**src/source/board_io_consts.svh**
```systemverilog
`ifndef BOARD_IO_CONSTS_SVH
`define BOARD_IO_CONSTS_SVH

// bus placement of the I/O block
`define BIO_BASE          32'h1f80_0000
`define BIO_OFS_RED       32'h0000_0000
`define BIO_OFS_GREEN     32'h0000_0004
`define BIO_OFS_SW        32'h0000_0008
`define BIO_OFS_KEY       32'h0000_000c

// clocks per debounce sample, small for simulation
`define BIO_SAMPLE_DIV    4

// agreeing samples before a debounced bit flips
`define BIO_SETTLE_COUNT  3

// step enable periods of the two slow rates
`define BIO_STEP_DIV_MID  8
`define BIO_STEP_DIV_LO   32

`endif
```
**src/source/board_io_pkg.sv**
```systemverilog
package board_io_pkg;

    typedef struct packed {
        logic [31:0] addr;
        logic [31:0] wdata;
        logic        write;
        logic        valid;    // single cycle strobe
    } bus_req_t;

    typedef struct packed {
        logic [31:0] rdata;
        logic        valid;
    } bus_rsp_t;

    typedef struct packed {
        logic [9:0] switches;
        logic [3:0] buttons;   // active high
    } board_in_t;

    typedef struct packed {
        logic [1:0] hi;
        logic [3:0] d3;
        logic [3:0] d2;
        logic [3:0] d1;
        logic [3:0] d0;
    } red_digits_t;

    // red LED word, also read as display nibbles
    typedef union packed {
        logic [17:0] raw;
        red_digits_t digits;
    } red_leds_u;

    typedef struct packed {
        red_leds_u  red;
        logic [8:0] green;
    } led_out_t;

    typedef logic [5:0][6:0] hex_digits_t;

endpackage

```
**src/source/board_io_top.sv**
```systemverilog
`timescale 1ns/1ps

module board_io_top import board_io_pkg::*; (
    input  logic        clk,
    input  logic        reset,

    input  bus_req_t    bus_req,
    output bus_rsp_t    bus_rsp,

    input  logic [9:0]  sw,
    input  logic [3:0]  key,

    output led_out_t    leds,
    output hex_digits_t hex,
    output logic        step_en
);

    logic       sample_tick;
    board_in_t  raw_in;
    board_in_t  clean_in;
    logic [3:0] addr_nibble;
    logic [3:0] digit_val [6];

    assign raw_in = '{switches: sw, buttons: ~key};    // keys are active low

    tick_timer timer0 (
        .clk         ( clk                     ),
        .reset       ( reset                   ),
        .rate_sel    ( clean_in.switches[1:0]  ),
        .sample_tick ( sample_tick             ),
        .step_en     ( step_en                 )
    );

    switch_debouncer debouncer0 (
        .clk         ( clk         ),
        .reset       ( reset       ),
        .sample_tick ( sample_tick ),
        .raw         ( raw_in      ),
        .clean       ( clean_in    )
    );

    io_register_block regs0 (
        .clk         ( clk         ),
        .reset       ( reset       ),
        .req         ( bus_req     ),
        .inputs      ( clean_in    ),
        .rsp         ( bus_rsp     ),
        .leds        ( leds        ),
        .addr_nibble ( addr_nibble )
    );

    assign digit_val[5] = addr_nibble;
    assign digit_val[4] = {2'b00, leds.red.digits.hi};
    assign digit_val[3] = leds.red.digits.d3;
    assign digit_val[2] = leds.red.digits.d2;
    assign digit_val[1] = leds.red.digits.d1;
    assign digit_val[0] = leds.red.digits.d0;

    for (genvar g = 0; g < 6; g++) begin : g_digit
        seven_segment_decoder digit (
            .digit ( digit_val[g] ),
            .seg   ( hex[g]       )
        );
    end

endmodule

```
**src/source/seven_segment_decoder.sv**
```systemverilog
`timescale 1ns/1ps

module seven_segment_decoder (
    input  logic [3:0] digit,
    output logic [6:0] seg
);

    // segments g..a, low lights the segment
    always_comb begin
        case (digit)
            4'h0: seg = 7'b100_0000;
            4'h1: seg = 7'b111_1001;
            4'h2: seg = 7'b010_0100;
            4'h3: seg = 7'b011_0000;
            4'h4: seg = 7'b001_1001;
            4'h5: seg = 7'b001_0010;
            4'h6: seg = 7'b000_0010;
            4'h7: seg = 7'b111_1000;
            4'h8: seg = 7'b000_0000;
            4'h9: seg = 7'b001_0000;
            4'ha: seg = 7'b000_1000;
            4'hb: seg = 7'b000_0011;    // lower case b
            4'hc: seg = 7'b100_0110;
            4'hd: seg = 7'b010_0001;    // lower case d
            4'he: seg = 7'b000_0110;
            4'hf: seg = 7'b000_1110;
            default: seg = 7'b111_1111;
        endcase
    end

endmodule

```
**src/source/io_register_block.sv**
```systemverilog
`timescale 1ns/1ps
`include "board_io_consts.svh"

module io_register_block import board_io_pkg::*; (
    input  logic       clk,
    input  logic       reset,
    input  bus_req_t   req,
    input  board_in_t  inputs,
    output bus_rsp_t   rsp,
    output led_out_t   leds,
    output logic [3:0] addr_nibble
);

    localparam logic [31:0] BASE      = `BIO_BASE;
    localparam logic [31:0] OFS_RED   = `BIO_OFS_RED;
    localparam logic [31:0] OFS_GREEN = `BIO_OFS_GREEN;
    localparam logic [31:0] OFS_SW    = `BIO_OFS_SW;
    localparam logic [31:0] OFS_KEY   = `BIO_OFS_KEY;

    logic        hit;
    logic        aligned;
    logic [1:0]  word;
    logic [31:0] rdata_next;
    logic [31:0] rsp_rdata;
    logic        rsp_valid;
    led_out_t    led_q;

    assign hit     = req.valid && (req.addr[31:4] == BASE[31:4]);
    assign aligned = (req.addr[1:0] == 2'b00);
    assign word    = req.addr[3:2];

    always_comb begin
        rdata_next = '0;    // unaligned reads give zero
        if (aligned) begin
            case (word)
                OFS_RED[3:2]:   rdata_next = {14'b0, led_q.red.raw};
                OFS_GREEN[3:2]: rdata_next = {23'b0, led_q.green};
                OFS_SW[3:2]:    rdata_next = {22'b0, inputs.switches};
                OFS_KEY[3:2]:   rdata_next = {28'b0, inputs.buttons};
                default:        rdata_next = '0;
            endcase
        end
    end

    always_ff @(posedge clk) begin
        if (reset) begin
            led_q       <= '0;
            rsp_valid   <= 1'b0;
            addr_nibble <= 4'h0;
        end else begin
            rsp_valid <= hit;    // writes are acked too
            if (hit)
                addr_nibble <= req.addr[31:28];
            if (hit && req.write && aligned) begin
                if (word == OFS_RED[3:2])
                    led_q.red.raw <= req.wdata[17:0];
                else if (word == OFS_GREEN[3:2])
                    led_q.green <= req.wdata[8:0];
            end
        end
    end

    // write ack returns the old contents
    always_ff @(posedge clk) begin
        if (hit)
            rsp_rdata <= rdata_next;
    end

    assign rsp  = '{rdata: rsp_rdata, valid: rsp_valid};
    assign leds = led_q;

    a_write_known : assert property (@(posedge clk) disable iff (reset)
        req.valid |-> !$isunknown(req.write));

endmodule

```
**src/source/switch_debouncer.sv**
```systemverilog
`timescale 1ns/1ps
`include "board_io_consts.svh"

module switch_debouncer import board_io_pkg::*; (
    input  logic      clk,
    input  logic      reset,
    input  logic      sample_tick,
    input  board_in_t raw,
    output board_in_t clean
);

    localparam int N     = $bits(board_in_t);
    localparam int CNT_W = $clog2(`BIO_SETTLE_COUNT + 1);

    typedef enum logic [1:0] {
        ST_STABLE   = 2'b01,
        ST_SETTLING = 2'b10
    } db_state_t;

    logic [N-1:0]     raw_bits;
    logic [N-1:0]     sync1;
    logic [N-1:0]     sync2;
    logic [N-1:0]     clean_bits;
    db_state_t        state [N];
    logic [CNT_W-1:0] settle_cnt [N];

    assign raw_bits = raw;
    assign clean    = board_in_t'(clean_bits);

    always_ff @(posedge clk) begin
        if (reset) begin
            sync1      <= '0;
            sync2      <= '0;
            clean_bits <= '0;
            for (int i = 0; i < N; i++) begin
                state[i]      <= ST_STABLE;
                settle_cnt[i] <= '0;
            end
        end else begin
            sync1 <= raw_bits;
            sync2 <= sync1;
            if (sample_tick) begin
                for (int i = 0; i < N; i++) begin
                    case (state[i])
                        ST_STABLE: begin
                            if (sync2[i] != clean_bits[i]) begin
                                state[i]      <= ST_SETTLING;
                                settle_cnt[i] <= CNT_W'(1);
                            end
                        end
                        ST_SETTLING: begin
                            if (sync2[i] == clean_bits[i]) begin
                                state[i]      <= ST_STABLE;    // glitch, drop it
                                settle_cnt[i] <= '0;
                            end else if (settle_cnt[i] == CNT_W'(`BIO_SETTLE_COUNT - 1)) begin
                                clean_bits[i] <= sync2[i];
                                state[i]      <= ST_STABLE;
                                settle_cnt[i] <= '0;
                            end else begin
                                settle_cnt[i] <= settle_cnt[i] + 1'b1;
                            end
                        end
                        default: state[i] <= ST_STABLE;
                    endcase
                end
            end
        end
    end

    for (genvar g = 0; g < N; g++) begin : g_state_chk
        a_state_legal : assert property (@(posedge clk) disable iff (reset)
            state[g] inside {ST_STABLE, ST_SETTLING});
    end

endmodule

```
**src/source/tick_timer.sv**
```systemverilog
`timescale 1ns/1ps
`include "board_io_consts.svh"

module tick_timer (
    input  logic       clk,
    input  logic       reset,
    input  logic [1:0] rate_sel,
    output logic       sample_tick,
    output logic       step_en
);

    localparam int SAMPLE_W = $clog2(`BIO_SAMPLE_DIV + 1);
    localparam int STEP_MAX = (`BIO_STEP_DIV_LO > `BIO_STEP_DIV_MID) ?
                              `BIO_STEP_DIV_LO : `BIO_STEP_DIV_MID;
    localparam int STEP_W   = $clog2(STEP_MAX + 1);

    logic [SAMPLE_W-1:0] sample_cnt;
    logic [STEP_W-1:0]   step_cnt;
    logic [STEP_W-1:0]   period_m1;
    logic [1:0]          rate_sel_q;

    assign sample_tick = (sample_cnt == SAMPLE_W'(`BIO_SAMPLE_DIV - 1));

    always_comb begin
        if (rate_sel[0])
            period_m1 = STEP_W'(`BIO_STEP_DIV_LO - 1);
        else if (rate_sel[1])
            period_m1 = STEP_W'(`BIO_STEP_DIV_MID - 1);
        else
            period_m1 = '0;    // full speed
    end

    assign step_en = (step_cnt == '0) || (period_m1 == '0);

    always_ff @(posedge clk) begin
        if (reset) begin
            sample_cnt <= '0;
            step_cnt   <= '0;
            rate_sel_q <= 2'b00;
        end else begin
            sample_cnt <= sample_tick ? '0 : sample_cnt + 1'b1;
            rate_sel_q <= rate_sel;
            if (rate_sel != rate_sel_q || step_cnt == '0)
                step_cnt <= period_m1;    // restart on rate change
            else
                step_cnt <= step_cnt - 1'b1;
        end
    end

    a_tick_single : assert property (@(posedge clk) disable iff (reset)
        sample_tick |=> !sample_tick);

endmodule

```
**config.mk**
```make
export PLATFORM = sky130hd
export DESIGN_NAME = board_io_top
export DESIGN_NICKNAME = d
export VERILOG_FILES = /design/src/source/board_io_pkg.sv /design/src/source/board_io_top.sv /design/src/source/seven_segment_decoder.sv /design/src/source/io_register_block.sv /design/src/source/switch_debouncer.sv /design/src/source/tick_timer.sv
export VERILOG_INCLUDE_DIRS = /design/src /design/src/source
export SDC_FILE = /design/constraint.sdc
export NUM_CORES = 1
export LEC_CHECK = 0
export BUFFER_PORTS_ARGS = -buffer_cell sky130_fd_sc_hd__clkbuf_2
export CAP_MARGIN = 20
export CORE_ASPECT_RATIO = 0.5
export CORE_MARGIN = 2
export CORE_UTILIZATION = 30
export DETAILED_ROUTE_END_ITERATION = 7
export MAX_ROUTING_LAYER = met4
export PLACE_DENSITY = 0.47
export SETUP_SLACK_MARGIN = 0.05
export SYNTH_ARGS = -nofsm -noshare
export SYNTH_HDL_FRONTEND = slang
export SYNTH_HIERARCHICAL = 1
export SYNTH_SLANG_ARGS = --single-unit
```
**constraint.sdc**
```tcl
create_clock -name clk -period 3.03 [get_ports clk]
set_input_delay 0.303 -clock clk [delete_from_list [all_inputs] [get_ports clk]]
set_output_delay 0.303 -clock clk [all_outputs]
set_load 0.02 [all_outputs]
```
* Word-level counts from Yosys, hierarchy flattened
Memories as Yosys holds them, arrays and structs flattened. A register that Yosys moved wholly into a read port is not among the register bits.
Index checks and enable logic that the tools add are counted.
** Word-level totals
- Flip-flop bits (word level) :: 117
- Memory bits (writable) :: 56
- Bits in read-only memories :: 672
- Bits of input ports :: 82
- Output and inout bits :: 103
- Word-level logic and storage cells :: 786
- Memories :: 8
** Operators by class
- Add/sub/neg operators :: 16
- Equality and inequality tests :: 76
- Muxes and demuxes :: 494
- Bitwise logic cells :: 128
- Reductions and logical operators :: 40
** Memory list
- (no name shown) :: depth 16, bits a word 7, rd ports 1, clocked after memory_dff 1, write ports 0, line seven_segment_decoder.sv:10 : case (digit)
- (no name shown) :: depth 16, bits a word 7, rd ports 1, clocked after memory_dff 1, write ports 0, line seven_segment_decoder.sv:10
- (no name shown) :: depth 16, bits a word 7, rd ports 1, clocked after memory_dff 1, write ports 0, line seven_segment_decoder.sv:10
- (no name shown) :: depth 16, bits a word 7, rd ports 1, clocked after memory_dff 1, write ports 0, line seven_segment_decoder.sv:10
- (no name shown) :: depth 16, bits a word 7, rd ports 1, clocked after memory_dff 1, write ports 0, line seven_segment_decoder.sv:10
- (no name shown) :: depth 16, bits a word 7, rd ports 1, clocked after memory_dff 1, write ports 0, line seven_segment_decoder.sv:10
- +2 memories
** Operators by type and width (count)
- $mux W1 :: 366
- $mux W2 :: 112
- $pmux W32 S4 :: 1
- $or A1 B1 Y1 :: 112
- $eq A2 B2 Y1 const B :: 30
- $reduce_and A4 Y1 :: 14
- $mux W4 :: 12
- $eq A2 B1 Y1 const B :: 15
- $reduce_or A2 Y1 :: 15
- $add A2 B1 Y2 const B :: 14
- $eq A28 B25 Y1 const B :: 1
- $not A1 Y1 :: 15
- $eq A1 B1 Y1 :: 14
- $ne A1 B1 Y1 :: 14
- $logic_not A6 Y1 :: 2
- $mux W6 :: 2
- $sub A6 B1 Y6 const B :: 1
- $logic_not A2 Y1 :: 2
- $not A4 Y4 :: 1
- $add A3 B1 Y3 const B :: 1
- $eq A3 B2 Y1 const B :: 1
- $logic_and A1 B1 Y1 :: 3
- $mux W3 :: 1
- $reduce_and A3 Y1 :: 1
- 3 further kinds :: 4

* Longest topological paths before layout
- Depth in word-level cells :: 10
- Gate-level depth with buffers :: 7
- Gate-level depth less buffers :: 5

* By module
The synthesis kept the hierarchy.
** Modules (own cells, without submodules)
- switch_debouncer :: instances 1, cells an instance 482, area an instance 5193.7 µm², sequential area each 2522.4 µm²
- io_register_block :: instances 1, cells an instance 210, area an instance 2382.3 µm², sequential area each 1181.1 µm²
- seven_segment_decoder :: instances 6, cells an instance 32, area an instance 275.3 µm², sequential area each 0.0 µm²
- tick_timer :: instances 1, cells an instance 51, area an instance 524.3 µm², sequential area each 220.2 µm²
- board_io_top :: instances 1, cells an instance 5, area an instance 18.8 µm², sequential area each 0.0 µm²

* Least setup slack after synthesis
Ideal clock, no wire load.
- Path type :: input to register
- Start point :: in bus_req[50] in the netlist's numbering
- End point :: reg regs0.rsp_rdata[0] (enable)
- Library setup time :: 0.399 ns
- Data arrival time :: 1.722 ns
- Required time :: 2.631 ns
- Slack :: 0.909 ns
- Cell stages on the path :: 3
- Path buffers :: 0
- Path through :: nor4b_1 -> nand4_1 -> nor2_1
** On the way
- Cells in the longest elaborated chain, start to end :: 2
** RTL lines
- start: declaration :: line board_io_top.sv:7 : input bus_req_t bus_req,
- $eq A28 B25 Y1 :: line io_register_block.sv:28 : assign hit = req.valid && (req.addr[31:4] == BASE[31:4]);
- $logic_and A1 B1 Y1 :: line io_register_block.sv:28
- net regs0.hit :: line io_register_block.sv:20 : logic hit;
- end signal: assignment :: line io_register_block.sv:66 : rsp_rdata <= rdata_next;
- end: declaration :: line io_register_block.sv:24 : logic [31:0] rsp_rdata;
The timed path passes the listed nets, and every way through them passes these cells.
A chain may end at the register's enable or synchronous reset.

==> run_results.csv <==
group,metric,value,unit
sta,final_hold_viol_count,0,
worst_setup_path,rr_worst_depth,6,
worst_setup_path,reg2reg_to,"debouncer0/state[0][0]",
die,die_w,259,um
synthesis,synth_edf_count,74,
global_routing,grt_pass1_wl,35900,um
detailed_routing,drtPass1Iterations,5,
finish,areaGrowthSynthToFinish,17.7,%
synthesis,synth-async-reset-ratio,0,%
worst_setup_path,r2r-start,"timer0/sample_cnt[0]",
sta,holdWs,66.6,ps
synthesis,synth_ff_type,"dfxtp_1",
worst_setup_path,r2r_slack,1040,ps
detailed_routing,vias,7079,
synthesis,synth-seq-area-share,40.2,%
sta,skew,7.49,ps
detailed_routing,avgViaCountPerCell,4.61,
detailed_routing,wl_met2,10700,um
worst_setup_path,critPathKind,"reg2out",
sta,rsz0062_at_grt,"no",
synthesis,avgSynthCellArea,10.4,um2
power,cellPowerDensity,448,nW/um2
worst_setup_path,crit_end,"hex[24]",
global_routing,grt_max_degree,56,
clock_tree,holdBufCountCts,0,
power,p_leak,5.00,nW
detailed_routing,drcViolationCount,0,
power,total_power,5.15,mW
synthesis,synthCells,940,
clock_tree,cts_sinks,159,
sta,finalCriticalPeriod,2460,ps
detailed_routing,wl_met1,10400,um
detailed_routing,wl_met3,765,um
placed_design,gp_routability_congestion,0.823,
finish,fin_area,11500,um2
clock_tree,cts_resized,0,
worst_setup_path,cp-start-kind,"register",
min_path,min_path_type,"in2reg",
placed_design,dp_hpwl,16400,um
detailed_routing,wirelength,22100,um
global_routing,grt-ovfl-total,0,
sta,setup_tns,0,ps
status,status,"finished, final reports clean",
synthesis,yosys_warnings,6,
clock_tree,insertion_delay,440,ps
worst_setup_path,cp_max_fo,10,
worst_setup_path,critPathLaunch,"regs0/leds[21]",
finish,nNetsFinal,1259,
clock_tree,post-cts-setup-buffers,0,
placed_design,portBuffers,155,
finish,antennaDiodeCount,0,
sta,setup_viol,0,
die,dieArea,34100,um2
die,core.rowCount,46,
global_routing,grt_use_total,13.5,%
clock_tree,cts_buffers,17,
detailed_routing,ant_nets,0,
sta,slew_violations,0,
clock_tree,cts_tree,"built",
job,drv_cap,0,
clock_tree,root_buffer,"clkbuf_16",
sta,relSlewSlack,57.2,%
detailed_routing,wl_per_cell,14.4,um
finish,drive_above_1_share,21.1,%
clock_tree,h-tree-depth,4,
sta,min_period_over_period,81.1,%
clock_tree,clk_pin_slew,70,ps
die,initial_core_util,30.6,%
placed_design,place_area,10900,um2
power,peakVddDrop,0.295,mV
synthesis,synth_seq_cells,159,
worst_setup_path,worst_setup_path_end_kind,"output pin",
global_routing,grt_pass1_vias,6914,
detailed_routing,drt_iter0_markers,313,
synthesis,netlist_area,9770,um2
finish,fin_cells,1534,
sta,fmax,407,MHz
detailed_routing,routed.top_layer,"met4",
placed_design,dpl.cell_count,1502,
synthesis,yosysUniqueCellTypes,60,
sta,worst_slew_pin_slew,640,ps
worst_setup_path,worstPathRequired,2730,ps
global_routing,antenna_found_initial,0,
die,ioPinCount,185,
die,fp.dieH,132,um
clock_tree,clock_path_buffers,2,
worst_setup_path,worstPathArrival,2150,ps
die,core,31900,um2
-- cell families (layout without fill, tap and decap cells) --
family / after synthesis / count (layout) / share of synthesized area, %
simple gates: 285 / 285 / 16.6
flops: 159 / 159 / 40.2
compound gates: 143 / 143 / 10.6
buf+inv: 133 / 278 / 6.75
mux: 99 / 99 / 11.7
fa+ha+maj: 88 / 88 / 11.3
xor+xnor: 31 / 31 / 2.78
other cells: 2 / 19 / 0.0769
-- cells in the final DEF (no fill, tap or decap), types with 12 or more instances in the layout --
cell type,instances
xnor2_1,16
a21o_1,32
o21ai_0,23
nand2_1,21
nand2b_1,47
clkbuf_2,154
xor2_1,15
edfxtp_1,74
nor2_1,82
nand3_1,15
inv_1,77
buf_4,14
a22o_1,12
nor2b_1,36
conb_1,19
mux2i_1,83
ha_1,88
dfxtp_1,85
a21oi_1,29
clkbuf_16,17
-- sequential cells by signal (all words and copies together), names as in the netlist, 3 cells and up --
signal,count
regs0/addr_nibble,4
debouncer0/state,28
debouncer0/sync1,14
timer0/sample_cnt,3
timer0/step_cnt,6
regs0/leds,27
regs0/rsp_rdata,18
debouncer0/settle_cnt,28
debouncer0/sync2,14
debouncer0/clean,14
-- synth_stat cells, drive strengths merged, types with 17 or more instances --
| cell | instances | share of area (%) |
|---|---|---|
| o21ai | 23 | 1.2 |
| inv | 77 | 3.0 |
| clkbuf | 17 | 0.65 |
| buf | 39 | 3.1 |
| dfxtp | 85 | 17 |
| nand2 | 24 | 1.0 |
| nor2b | 36 | 2.3 |
| a21o | 32 | 2.5 |
| nor2 | 83 | 3.2 |
| nand2b | 47 | 3.0 |
| mux2i | 83 | 8.5 |
| edfxtp | 74 | 23 |
| a21oi | 29 | 1.5 |
| ha | 88 | 11 |
-- critical path, stage by stage (launching register included) --
cell      delay [ps]
dfxtp_1          540
inv_1            170
ha_1             310
inv_1             50
mux4_1           480
clkbuf_2         170
-- power breakdown --
part | internal [mW] | switching [mW]
sequential | 2.34 | 0.0589
combinational | 0.283 | 0.339
clock | 1.16 | 0.971
-- cell type report --
class	count	area [um2]
fill	3232	20400
multi-input combinational	665	5270
sequential	159	3920
timing repair buffer	169	896
tap	432	541
clock buffer	17	425
inverter	77	289
clock inverter	15	154
-- per-layer routing --
| metal | track usage (%) | vias to the layer above |
|---|---|---|
| li1 | - | 3588 |
| met3 | 3.22 | 19 |
| met5 | - | - |
| met4 | 3.83 | 0 |
| met1 | 16.6 | 3375 |
| met2 | 22.2 | 97 |
-- stage by stage --
stage	utilization (%)	setup slack, ps
final	36.1	574
after global routing	36.1	374
after CTS	36.1	519
after detailed placement	34.2	898
after global placement	34.2	951
after floorplan	-	909
-- worst min-delay path by stage --
stage	startpoint	endpoint	depth (start not counted)
CTS	sw[0]	debouncer0/sync1[4]	2
finish	sw[0]	debouncer0/sync1[4]	2
global route	sw[2]	debouncer0/sync1[6]	2
detailed placement	debouncer0/sync1[9]	debouncer0/sync2[9]	1
global placement	timer0/sample_cnt[0]	timer0/sample_cnt[0]	1
floorplan	reset	timer0/sample_cnt[0]	1
No activity file was read; power rests on OpenSTA's default activity.
